**config.mk**
```make
export PLATFORM = sky130hd
export DESIGN_NAME = mainCpuGlue
export DESIGN_NICKNAME = d
export VERILOG_FILES = /design/src/hdl/sys86MapPkg.sv /design/src/hdl/sys86VideoPkg.sv /design/src/hdl/mainAddrDecoder.sv /design/src/hdl/scrollLatchBank.sv /design/src/hdl/romBankMapper.sv /design/src/hdl/mainCpuGlue.sv
export SDC_FILE = /design/constraint.sdc
export NUM_CORES = 1
export LEC_CHECK = 0
export BUFFER_PORTS_ARGS = -buffer_cell sky130_fd_sc_hd__buf_2
export CORE_AREA = 2 2 115 139
export DETAILED_ROUTE_END_ITERATION = 6
export DIE_AREA = 0 0 117 141
export SLEW_MARGIN = 10
export SYNTH_ARGS = -nofsm -noshare
export SYNTH_HDL_FRONTEND = slang
export SYNTH_SLANG_ARGS = --single-unit
```
**constraint.sdc**
```tcl
create_clock -name clk6M -period 1.9 [get_ports clk6M]
set_clock_uncertainty 0.15 [all_clocks]
set_input_delay 0 -clock clk6M [delete_from_list [all_inputs] [get_ports clk6M]]
set_output_delay 0 -clock clk6M [all_outputs]
set_load 0.02 [all_outputs]
```
**src/hdl/sys86MapPkg.sv**
```systemverilog
package sys86MapPkg;

	//////////////////////////////////////////////////////////////////////
	// Main CPU memory map
	//////////////////////////////////////////////////////////////////////

	// Region codes on address bits 15..13

	// 0000h-1FFFh sprite RAM
	localparam logic [2:0] regionSprite = 3'b000;
	// 2000h-3FFFh first video RAM
	localparam logic [2:0] regionVram0 = 3'b001;
	// 4000h-5FFFh second video RAM
	localparam logic [2:0] regionVram1 = 3'b010;
	// 6000h-7FFFh banked program ROM window
	localparam logic [2:0] regionRom6 = 3'b011;
	// Lowest code of the fixed ROM, everything from 8000h up
	localparam logic [2:0] regionHigh = 3'b100;

	//////////////////////////////////////////////////////////////////////
	// Write-only registers, compared on address bits 15..11
	//////////////////////////////////////////////////////////////////////

	// 8000h watchdog clear
	localparam logic [4:0] addrWatchdogHi = 5'b10000;

	// 8800h main CPU interrupt acknowledge
	localparam logic [4:0] addrMainAckHi = 5'b10001;

	// 9800h sound CPU interrupt acknowledge
	// Compared against the sound CPU bus, not the main one
	localparam logic [4:0] addrSoundAckHi = 5'b10011;

	// D000h first latch group, planes 0 and 1
	localparam logic [4:0] addrLatch0Hi = 5'b11010;
	// D800h second latch group, planes 2 and 3
	localparam logic [4:0] addrLatch1Hi = 5'b11011;

	//////////////////////////////////////////////////////////////////////
	// Watchdog
	//////////////////////////////////////////////////////////////////////

	// Vblank count at which the watchdog folds back to zero
	localparam int unsigned watchdogWrap = 10;

endpackage

```
**src/hdl/sys86VideoPkg.sv**
```systemverilog
package sys86VideoPkg;

	// Scroll planes, two per latch group
	localparam int planeCount = 4;

	// Program ROM bank number width
	localparam int bankWidth = 3;

	//////////////////////////////////////////////////////////////////////
	// Register offsets inside one latch group
	//////////////////////////////////////////////////////////////////////

	// Scroll X low byte
	localparam logic [2:0] offScrollXLo = 3'd0;
	// Priority plus scroll X bit 8
	localparam logic [2:0] offCtl = 3'd1;
	// Scroll Y
	localparam logic [2:0] offScrollY = 3'd2;
	// ROM bank, only on the first plane of a group
	localparam logic [2:0] offBank = 3'd3;
	// Second plane sits four bytes higher
	localparam logic [2:0] offPlaneB = 3'd4;

	//////////////////////////////////////////////////////////////////////
	// Latch data byte
	//////////////////////////////////////////////////////////////////////

	// Control byte view
	typedef struct packed {
		logic [2:0] prio;
		logic [3:0] unused;
		logic       scrollXHi;
	} latchCtl_t;

	// Bank byte view, bank in the low bits
	typedef struct packed {
		logic [7-bankWidth:0] unused;
		logic [bankWidth-1:0] bank;
	} latchBank_t;

	// Same CPU byte, decoded by offset
	typedef union packed {
		latchCtl_t  ctl;
		latchBank_t bnk;
	} latchData_u;

endpackage

```
**src/hdl/mainAddrDecoder.sv**
```systemverilog
`timescale 1ns/1ps

module mainAddrDecoder
	import sys86MapPkg::*;
#(
	parameter int WATCHDOG_WIDTH = 4
) (
	input  logic        clk6M,
	input  logic        rstN,
	// CPU phase reset level
	input  logic        clk0,
	// Main CPU bus
	input  logic [15:0] ma,
	input  logic        mweN,
	// Vertical blank, active low
	input  logic        vblaN,
	// Sound CPU address and write
	input  logic [15:11] sa,
	input  logic        sweN,
	// Chip selects
	output logic        mcs0N,
	output logic        mcs1N,
	output logic        mcs2N,
	output logic        mcs3N,
	output logic        mcs4N,
	output logic        mromN,
	// Latch group write strobes
	output logic        lth0N,
	output logic        lth1N,
	// CPU quadrature phase
	output logic        q,
	// Watchdog reset and interrupts
	output logic        mresN,
	output logic        mintN,
	output logic        sintN
);

	logic [2:0]                region;
	logic [4:0]                upper;
	logic                      mainWr;
	logic                      wdClear;
	logic                      mainAck;
	logic                      soundAck;
	logic [1:0]                phaseCnt;
	logic                      vblaSync;
	logic                      vblaSyncD;
	logic                      vblankFall;
	logic [WATCHDOG_WIDTH-1:0] wdCount;

	assign region = ma[15:13];
	assign upper  = ma[15:11];
	assign mainWr = ~mweN;

	//////////////////////////////////////////////////////////////////////
	// Memory map
	//////////////////////////////////////////////////////////////////////

	// Sprite RAM, read and write
	assign mcs2N = (region != regionSprite);
	// Video RAM pair
	assign mcs0N = (region != regionVram0);
	assign mcs1N = (region != regionVram1);
	// No device on this select
	assign mcs3N = 1'b1;
	// Banked ROM window, the mapper qualifies reads itself
	assign mcs4N = (region != regionRom6);
	// Fixed program ROM, reads only
	assign mromN = ~(mweN && (region >= regionHigh));

	// Latch strobes carry the write qualification
	assign lth0N = ~(mainWr && (upper == addrLatch0Hi));
	assign lth1N = ~(mainWr && (upper == addrLatch1Hi));

	// Write-only registers in the high region
	assign wdClear  = mainWr && (upper == addrWatchdogHi);
	assign mainAck  = mainWr && (upper == addrMainAckHi);
	assign soundAck = ~sweN && (sa == addrSoundAckHi);

	//////////////////////////////////////////////////////////////////////
	// CPU phase
	//////////////////////////////////////////////////////////////////////

	// Held at zero while clk0 is low, free running otherwise
	always_ff @(posedge clk6M or negedge rstN) begin
		if (!rstN) begin
			phaseCnt <= '0;
		end else if (!clk0) begin
			phaseCnt <= '0;
		end else begin
			phaseCnt <= phaseCnt + 2'd1;
		end
	end

	// Gray-style quadrature from the two low bits
	assign q = phaseCnt[1] ^ phaseCnt[0];

	//////////////////////////////////////////////////////////////////////
	// Vertical blank edge
	//////////////////////////////////////////////////////////////////////

	// Sample, then delay once to find the falling edge
	always_ff @(posedge clk6M or negedge rstN) begin
		if (!rstN) begin
			vblaSync  <= 1'b1;
			vblaSyncD <= 1'b1;
		end else begin
			vblaSync  <= vblaN;
			vblaSyncD <= vblaSync;
		end
	end

	// High for one cycle after the first low sample
	assign vblankFall = vblaSyncD & ~vblaSync;

	//////////////////////////////////////////////////////////////////////
	// Watchdog
	//////////////////////////////////////////////////////////////////////

	always_ff @(posedge clk6M or negedge rstN) begin
		if (!rstN) begin
			wdCount <= '0;
		end else if (wdClear) begin
			// CPU kicked the dog
			wdCount <= '0;
		end else if (vblankFall) begin
			if (wdCount == WATCHDOG_WIDTH'(watchdogWrap)) begin
				wdCount <= '0;
			end else begin
				wdCount <= wdCount + 1'b1;
			end
		end
	end

	// Reset asserted while the top bit is set
	assign mresN = ~wdCount[WATCHDOG_WIDTH-1];

	//////////////////////////////////////////////////////////////////////
	// Interrupts
	//////////////////////////////////////////////////////////////////////

	// Vblank raises both, each CPU clears its own
	always_ff @(posedge clk6M or negedge rstN) begin
		if (!rstN) begin
			mintN <= 1'b1;
			sintN <= 1'b1;
		end else begin
			if (vblankFall) begin
				mintN <= 1'b0;
			end else if (mainAck) begin
				mintN <= 1'b1;
			end
			// Vblank also takes priority over the sound acknowledge
			if (vblankFall) begin
				sintN <= 1'b0;
			end else if (soundAck) begin
				sintN <= 1'b1;
			end
		end
	end

endmodule

```
**src/hdl/scrollLatchBank.sv**
```systemverilog
`timescale 1ns/1ps

module scrollLatchBank
	import sys86MapPkg::*;
	import sys86VideoPkg::*;
(
	input  logic                                 clk6M,
	input  logic                                 rstN,
	// Group strobes, already write qualified
	input  logic                                 lth0N,
	input  logic                                 lth1N,
	// Register offset inside the group
	input  logic [2:0]                           offset,
	input  logic [7:0]                           data,
	// Per plane values
	output logic [planeCount-1:0][8:0]           scrollX,
	output logic [planeCount-1:0][7:0]           scrollY,
	output logic [planeCount-1:0][2:0]           prio,
	// One bank per group
	output logic [bankWidth-1:0]                 bank0,
	output logic [bankWidth-1:0]                 bank1
);

	// Groups follow the latch addresses in the memory map
	localparam int groupCount = planeCount / 2;

	latchData_u                            din;
	logic [groupCount-1:0]                 groupWe;
	logic [planeCount-1:0]                 planeWe;
	logic                                  planeSel;
	logic [2:0]                            baseOff;
	logic [groupCount-1:0][bankWidth-1:0]  bankReg;

	assign din = data;

	// Strobe order matches addrLatch0Hi then addrLatch1Hi
	assign groupWe = {~lth1N, ~lth0N};

	// Split offset into plane select and register
	assign planeSel = |(offset & offPlaneB);
	assign baseOff  = offset & ~offPlaneB;

	// Even plane takes the low offsets, odd plane the high ones
	always_comb begin
		for (int p = 0; p < planeCount; p++) begin
			planeWe[p] = groupWe[p / 2] && (planeSel == p[0]);
		end
	end

	//////////////////////////////////////////////////////////////////////
	// Register file
	//////////////////////////////////////////////////////////////////////

	always_ff @(posedge clk6M or negedge rstN) begin
		if (!rstN) begin
			scrollX <= '0;
			scrollY <= '0;
			prio    <= '0;
			bankReg <= '0;
		end else begin
			for (int p = 0; p < planeCount; p++) begin
				if (planeWe[p]) begin
					case (baseOff)
						// Low byte, bit 8 untouched
						offScrollXLo: scrollX[p][7:0] <= data;
						// Control byte view
						offCtl: begin
							scrollX[p][8] <= din.ctl.scrollXHi;
							prio[p]       <= din.ctl.prio;
						end
						offScrollY: scrollY[p] <= data;
						// Bank handled per group below
						default: ;
					endcase
				end
			end
			// Bank byte view, offset 7 falls through
			for (int g = 0; g < groupCount; g++) begin
				if (groupWe[g] && !planeSel && (baseOff == offBank)) begin
					bankReg[g] <= din.bnk.bank;
				end
			end
		end
	end

	assign bank0 = bankReg[0];
	assign bank1 = bankReg[1];

endmodule

```
**src/hdl/romBankMapper.sv**
```systemverilog
`timescale 1ns/1ps

module romBankMapper
	import sys86VideoPkg::*;
(
	input  logic                    clk6M,
	input  logic                    rstN,
	// Window select from the decoder, not write qualified
	input  logic                    mcs4N,
	input  logic                    mweN,
	// Offset inside the 8K window
	input  logic [12:0]             ma,
	// Current bank from the first latch group
	input  logic [bankWidth-1:0]    bank,
	// Banked ROM side
	output logic [bankWidth+12:0]   romAddr,
	output logic                    romOe
);

	logic readHit;

	// Only reads open the ROM
	assign readHit = ~mcs4N & mweN;

	//////////////////////////////////////////////////////////////////////
	// Read enable
	//////////////////////////////////////////////////////////////////////

	// One cycle behind the select
	always_ff @(posedge clk6M or negedge rstN) begin
		if (!rstN) begin
			romOe <= 1'b0;
		end else begin
			romOe <= readHit;
		end
	end

	//////////////////////////////////////////////////////////////////////
	// Address
	//////////////////////////////////////////////////////////////////////

	// Bank on top, window offset below
	// Holds the last read address between accesses
	always_ff @(posedge clk6M) begin
		if (readHit) begin
			romAddr <= {bank, ma};
		end
	end

endmodule

```
**src/hdl/mainCpuGlue.sv**
```systemverilog
`timescale 1ns/1ps

module mainCpuGlue
	import sys86VideoPkg::*;
#(
	parameter int WATCHDOG_WIDTH = 4
) (
	input  logic                        clk6M,
	input  logic                        rstN,
	input  logic                        clk0,
	// Main CPU bus
	input  logic [15:0]                 ma,
	input  logic [7:0]                  data,
	input  logic                        mweN,
	input  logic                        vblaN,
	// Sound CPU bus, acknowledge decode only
	input  logic [15:11]                sa,
	input  logic                        sweN,
	// Chip selects
	output logic                        mcs0N,
	output logic                        mcs1N,
	output logic                        mcs2N,
	output logic                        mcs3N,
	output logic                        mcs4N,
	output logic                        mromN,
	output logic                        lth0N,
	output logic                        lth1N,
	// Phase, reset, interrupts
	output logic                        q,
	output logic                        mresN,
	output logic                        mintN,
	output logic                        sintN,
	// Video latches
	output logic [planeCount-1:0][8:0]  scrollX,
	output logic [planeCount-1:0][7:0]  scrollY,
	output logic [planeCount-1:0][2:0]  prio,
	output logic [bankWidth-1:0]        bank0,
	output logic [bankWidth-1:0]        bank1,
	// Banked program ROM
	output logic [bankWidth+12:0]       romAddr,
	output logic                        romOe
);

	//////////////////////////////////////////////////////////////////////
	// Decoder drives the strobes
	//////////////////////////////////////////////////////////////////////

	mainAddrDecoder #(
		.WATCHDOG_WIDTH(WATCHDOG_WIDTH)
	) i_decoder (
		.clk6M (clk6M),
		.rstN  (rstN),
		.clk0  (clk0),
		.ma    (ma),
		.mweN  (mweN),
		.vblaN (vblaN),
		.sa    (sa),
		.sweN  (sweN),
		.mcs0N (mcs0N),
		.mcs1N (mcs1N),
		.mcs2N (mcs2N),
		.mcs3N (mcs3N),
		.mcs4N (mcs4N),
		.mromN (mromN),
		.lth0N (lth0N),
		.lth1N (lth1N),
		.q     (q),
		.mresN (mresN),
		.mintN (mintN),
		.sintN (sintN)
	);

	// Latches indexed by the low address bits
	scrollLatchBank i_latches (
		.clk6M   (clk6M),
		.rstN    (rstN),
		.lth0N   (lth0N),
		.lth1N   (lth1N),
		.offset  (ma[2:0]),
		.data    (data),
		.scrollX (scrollX),
		.scrollY (scrollY),
		.prio    (prio),
		.bank0   (bank0),
		.bank1   (bank1)
	);

	// First group's bank maps the 6000h window
	romBankMapper i_mapper (
		.clk6M   (clk6M),
		.rstN    (rstN),
		.mcs4N   (mcs4N),
		.mweN    (mweN),
		.ma      (ma[12:0]),
		.bank    (bank0),
		.romAddr (romAddr),
		.romOe   (romOe)
	);

endmodule

```
Yosys cells after proc, flatten, opt, wreduce, memory -nomap -nowiden --
Index checks and enable logic that the tools add are counted.
Operators by class: equal/unequal tests 12, $lt $le $gt $ge 1, $add $sub $neg 2, bitwise operators 12, mux-type cells 8, reductions and logical operators 32
Operators by type and width (count):
- $eq A5 B5 Y1 const B | 5
- $reduce_and A2 Y1 | 12
- $logic_and A1 B1 Y1 | 14
- $mux W4 | 3
- $not A1 Y1 | 9
- $ne A3 B2 Y1 const B | 2
- $reduce_bool A2 Y1 | 3
- $add A4 B1 Y4 const B | 1
- $eq A2 B2 Y1 const B | 2
- $eq A4 B4 Y1 const B | 1
- $mux W1 | 4
- $ge A3 B3 Y1 const B | 1
- $logic_not A3 Y1 | 1
- $ne A3 B1 Y1 const B | 1
- $reduce_bool A3 Y1 | 1
- $add A2 B1 Y2 const B | 1
- $and A1 B1 Y1 | 2
- $eq A2 B1 Y1 const B | 1
- $mux W2 | 1
- $logic_not A1 Y1 | 1
- $xor A1 B1 Y1 | 1
Word-level totals: bits in registers 113, output and inout bits 115, input port bits 35, logic and storage cells 93

Depth between registers and ports, before layout --
word-level depth 4, gate-level depth with buffers 5, mapped depth without buffers 5

Modules after synthesis --
Synthesis repeated with hierarchy kept, for this count alone.
Second synthesis, totals: cell total of the unflattened synthesis 270, area, all modules 4494.3 sq um
By module, submodules not included:
- scrollLatchBank | cells an instance 197, sequential area each 2152.1 sq um, area an instance 3443.3 sq um, times used 1
- mainAddrDecoder | cells an instance 55, sequential area each 255.2 sq um, area an instance 531.8 sq um, times used 1
- romBankMapper | cells an instance 18, sequential area each 505.5 sq um, area an instance 519.2 sq um, times used 1

Worst setup path before layout --
OpenSTA, ideal clock, no wires.
kind register -> register, from reg i_decoder.vblaSyncD, to reg i_decoder.wdCount[3], clock period less this slack 1639 ps, buffers on the path 0, data required time 1668 ps, library setup time 82 ps, path slack 261 ps, data arrival time 1407 ps, cell stages (with the launch flop) 4, cells stage by stage dfstp_2 nand2b_1 or4b_2 a31oi_1
Between the ends: word-level cells in the longest chain between the ends 2
Ends and longest elaborated chain:
- start, declared | RTL line mainAddrDecoder.sv:46 | logic vblaSyncD;
- start signal, assigned | RTL line mainAddrDecoder.sv:108 | vblaSyncD <= vblaSync;
- $and A1 B1 Y1 | RTL line mainAddrDecoder.sv:113 | assign vblankFall = vblaSyncD & ~vblaSync;
- $reduce_bool A2 Y1 (no source line)
- end signal, assigned | RTL line mainAddrDecoder.sv:129 | wdCount <= wdCount + 1'b1;
- end, declared | RTL line mainAddrDecoder.sv:48 | logic [WATCHDOG_WIDTH-1:0] wdCount;
No other way between the ends. A chain may end at the register's enable or synchronous reset.

Final worst setup path --
from in ma[2], to reg i_latches.scrollX[20] (netlist name)
Between the ends: word-level cells in the longest chain between the ends 3
Ends and longest elaborated chain:
- start, declared | RTL line mainCpuGlue.sv:12 | input logic [15:0] ma,
- $not A1 Y1 | RTL line scrollLatchBank.sv:46 | planeWe[p] = groupWe[p / 2] && (planeSel == p[0]);
- $logic_and A1 B1 Y1 | RTL line scrollLatchBank.sv:46
- $reduce_and A2 Y1 (no source line)
- end signal, assigned by index | RTL line scrollLatchBank.sv:65 | offScrollXLo: scrollX[p][7:0] <= data;
- end signal, assigned by index | RTL line scrollLatchBank.sv:68 | scrollX[p][8] <= din.ctl.scrollXHi;
- end, declared | RTL line scrollLatchBank.sv:16 | output logic [planeCount-1:0][8:0] scrollX,
No other way between the ends.

==> results by stage <==
Clock tree:
- The H-tree generated during clock tree synthesis spans 4 levels.
- At the later pin of the worst-skew pair, clock insertion delay measures 0.41 ns.
- TritonCTS built the clock tree.
- The maximum clock path buffer count is 2.
- The master cell of the clock root buffer is clkbuf_16.
- The CTS sink count is 113.
- The number of buffers added for setup after CTS is 0.
- The post-CTS clock slew at the launch and capture registers of the worst setup and hold paths is around 0.05 ns.
- Counting the buffers created by CTS gives 17.

Routing:
- The detailed route wirelength on metal3 is 682 um.
- The pre-antenna-repair detailed-routing pass consisted of 4 iterations.
- The first routing iteration left roughly 110 violations.
- The remaining antenna violation count after routing is 0.
- In this run the top signal layer used is met4.
- The met2 wirelength from detailed routing is around 6.1 mm.
- The wire length per cell is 17.0 um.
- In the routed design, unresolved DRC markers number 0.
- The total detailed-routing wirelength is approximately 12 mm.
- The per-cell via count in the routed design is 4.52.
- After detailed routing, the wire length on met1 is ~4.7 mm.
- The routed layout has between 3000 and 4000 vias.

Floorplanning:
- The die outline height is about 140 um.
- 150 I/O pins were placed.
- The horizontal die dimension is about 120 um.
- The die outline area is 16500 um2.
- The floorplan step defined a core boundary enclosing 15300 um2.
- The starting density of the core is 29.0%.
- The floorplan row count is 50.

Logic synthesis:
- The number of flops mapped to enable cells by yosys is 16.
- The top flip-flop cell by instance count after synthesis is dfrtp_1.
- dfrtp_1 is the most common cell in the netlist.
- The synthesized design contains roughly 110 register bits.
- During synthesis, Yosys emitted a total of 0 warnings.
- The gate count after technology mapping is 278.
- The cell area after synthesis is 4450 um2.
- In the synthesized netlist, the cells that appear most often are dfrtp_1, mux2_2, edfxtp_1.
- The unique cell type count in the Yosys netlist is 40.
- After synthesis, the cell types taking the most area are dfrtp_1, mux2_2, edfxtp_1.
- The sequential-to-total area share from yosys stat is approximately two thirds.
- The net count after synthesis is about 320.
- The dominant cell type by area after synthesis is dfrtp_1.
- The share of async-settable or async-resettable flops after synthesis is about 86%.
- Each instance of the synthesized netlist takes up on average about 16 um2.
- The fraction of post-synthesis cell area in the top cell type by area is a little over half.

Layout:
- Relative to the synthesized area, the layout overhead comes to 44.0%.
- The number of antenna diodes in the final layout is 0.
- Of the cells placed in the final design, the portion with a size suffix greater than 1 is approximately three fifths.
- Excluding fillers, the count of instances in the completed layout stands at 692.
- The finished layout cell area is 6400 um2.
- After the last flow step, the layout net total stands at between 500 and 600.

Timing:
- Timing would allow up to 552 MHz.
- Headroom to the max-slew limit came out at between 50% and 60%.
- Setup repair after global routing left no endpoint under its margin.
- The final critical delay including setup and external delays is approximately 1.8 ns.
- The final hold violation count is 0.
- The final critical-path share of the clock period is 95.3%.
- The number of setup violations in the final report is 0.
- The final critical-path setup slack is 0.0887 ns.
- Summed over all failing endpoints, the final setup total negative slack is 0 ns.
- The max-slew violation total from the final report was 0.
- The actual slew at the worst max-slew pin is 0.627 ns.

Placement:
- Input and output buffers added on the ports amount to roughly 150.
- The cell area reported after detailed placement is ~5500 um2.
- The placed wire-length estimate is roughly 8.1 mm.
- The post-place setup slack is 0.144 ns.
- Counting tap cells, the placed design contains a total of 631 instances.
- Routability-driven placement finished with a final weighted congestion of about 0.7.

Power and ir drop:
- The combinational share of power is between 10% and 20%.
- The power share of the sequential group is between 40 and 50%.
- The largest voltage drop on the vdd net is between 0.0005 and 0.0006 V.
- The leakage power is approximately 3.4 nW.
- The switching power total is roughly 0.0016 W.
- The total power per unit cell area is between 1000 and 1500 nW/um2.
- Net switching is approximately a quarter of the power.
- The relative contribution of the clock network to total power is between 40% and 50%.
- Cell internal power was estimated by the tool at slightly above 0.005 W.

Worst setup path:
- STA classifies the critical path startpoint as an input pin.
- STA classifies the critical path endpoint as a flip-flop.
- The signal arrival time at the worst endpoint is ~2.0 ns.
- The type of the setup path with the least slack is in2reg.
- Data on the critical path is required at its endpoint by between 2 and 2.5 ns.
- Along the worst path, the maximum fanout reaches 8.

Global routing:
- The overflow left after global routing is 0.
- The number of antenna violations at the first check in global routing is 0.
- The via count of the first global-routing pass is about 3400.
- The first-pass GRT wire length is roughly 18 mm.
- The all-layer global routing usage is 15.3%.
- The largest net degree at the start of global routing is between 40 and 50.

Flow run:
- The max-cap violation count is 0.

Run status:
- The run finished with clean final reports.

Hold path:
- The class of the tightest hold or removal check is in2async.
==> path summary, 6_finish.rpt <==
check                                        endpoint  slack, ns  cells after the start                 from
worst max-delay path            i_latches.scrollX[20]       0.09                      6                ma[2]
worst min-delay path             i_decoder.wdCount[3]     0.0007                      2                 rstN
worst max register to register   i_decoder.wdCount[3]       0.13                      3  i_decoder.vblaSyncD
worst min register to register    i_decoder.vblaSyncD       0.22                      0   i_decoder.vblaSync
max in group asynchronous           i_latches.prio[7]       0.93                      3                 rstN
min in group clk6M                    i_decoder.mintN       0.06                      4               ma[15]
==> cell families after synthesis <==
| kind of cell | after synthesis | synth area share, % |
|---|---|---|
| AOI/OAI and AO/OA | 8 | 0.957 |
| xor gates and xnor gates | 1 | 0.197 |
| adders and majority gates | 2 | 0.563 |
| buffers and inverters | 15 | 1.52 |
| DFF | 113 | 65.5 |
| muxes | 86 | 21.8 |
| other | 1 | 0.0844 |
| and+or+nand+nor | 52 | 9.37 |
==> through the flow <==
stage | hold slack, ns | power [W] | util [%]
after CTS | 0.0281 | 0.00682 | 41.7
after global placement | -0.0918 | 0.00336 | 35.7
after detailed placement | -0.0840 | 0.00339 | 35.7
final | 0.000697 | 0.00673 | 41.8
after floorplan | -0.446 | 0.00309 | -
after global routing | 0.0656 | 0.00701 | 41.8
==> cells in the final DEF (no fill, tap or decap), types with 4 or more instances in the layout <==
cell / netlist / layout
buf_2: 3 / 147
dfrtp_1: 93 / 93
mux2_2: 85 / 85
dlygate4sd3_1: 0 / 29
clkbuf_16: 0 / 18
edfxtp_1: 16 / 16
nand2_1: 9 / 9
buf_4: 2 / 9
nor2b_1: 6 / 6
nor2_1: 5 / 5
a21oi_1: 4 / 4
nand4_2: 4 / 4
clkinv_4: 0 / 4
dfstp_2: 4 / 4
==> worst max-delay path, stage by stage <==
cell and delay [ns]:
dlygate4sd3_1 0.55, buf_2 0.18, nor2_1 0.33, nor4b_4 0.28, buf_4 0.25, mux2_2 0.36
==> final cells by class <==
class                      instances  area [um2]
clock inverter                    11         151
inverter                           3        11.3
timing repair buffer             186        1110
fill                            1443        8930
clock buffer                      21         482
sequential                       113        2910
tap                              208         260
multi-input combinational        150        1470
==> power groups by stage <==
stage	Sequential [W]	Combinational [W]	Clock, W
2_1_floorplan	0.00285	0.000246	0
3_3_place_gp	0.00273	0.000629	0
3_5_place_dp	0.00274	0.000653	0
4_1_cts	0.00270	0.000701	0.00342
5_1_grt	0.00272	0.000766	0.00353
6_report	0.00270	0.000691	0.00334
==> sequential cells by signal, summed over array words and instances (netlist names) <==
name                 cells
i_decoder.phaseCnt       2
i_mapper.romAddr        16
i_decoder.wdCount        4
i_decoder.sintN          1
i_decoder.mintN          1
i_latches.scrollY       32
i_decoder.vblaSync       1
i_latches.scrollX       36
i_latches.prio          12
i_latches.bank0          3
i_mapper.romOe           1
i_decoder.vblaSyncD      1
i_latches.bank1          3
==> layer usage <==
metal  track usage [%]  vias up
li1                  -     1400
met1              17.3     1603
met2              26.1      104
met3              5.16       19
met4              6.38        0
met5                 0        -
==> what timing repair did <==
action	4_1_cts	5_1_grt
endpoints found under the hold margin	195	0
endpoints found under the setup margin	0	43
hold buffers	29	0
resized for setup	0	1
(Power assumes the default switching activity.)
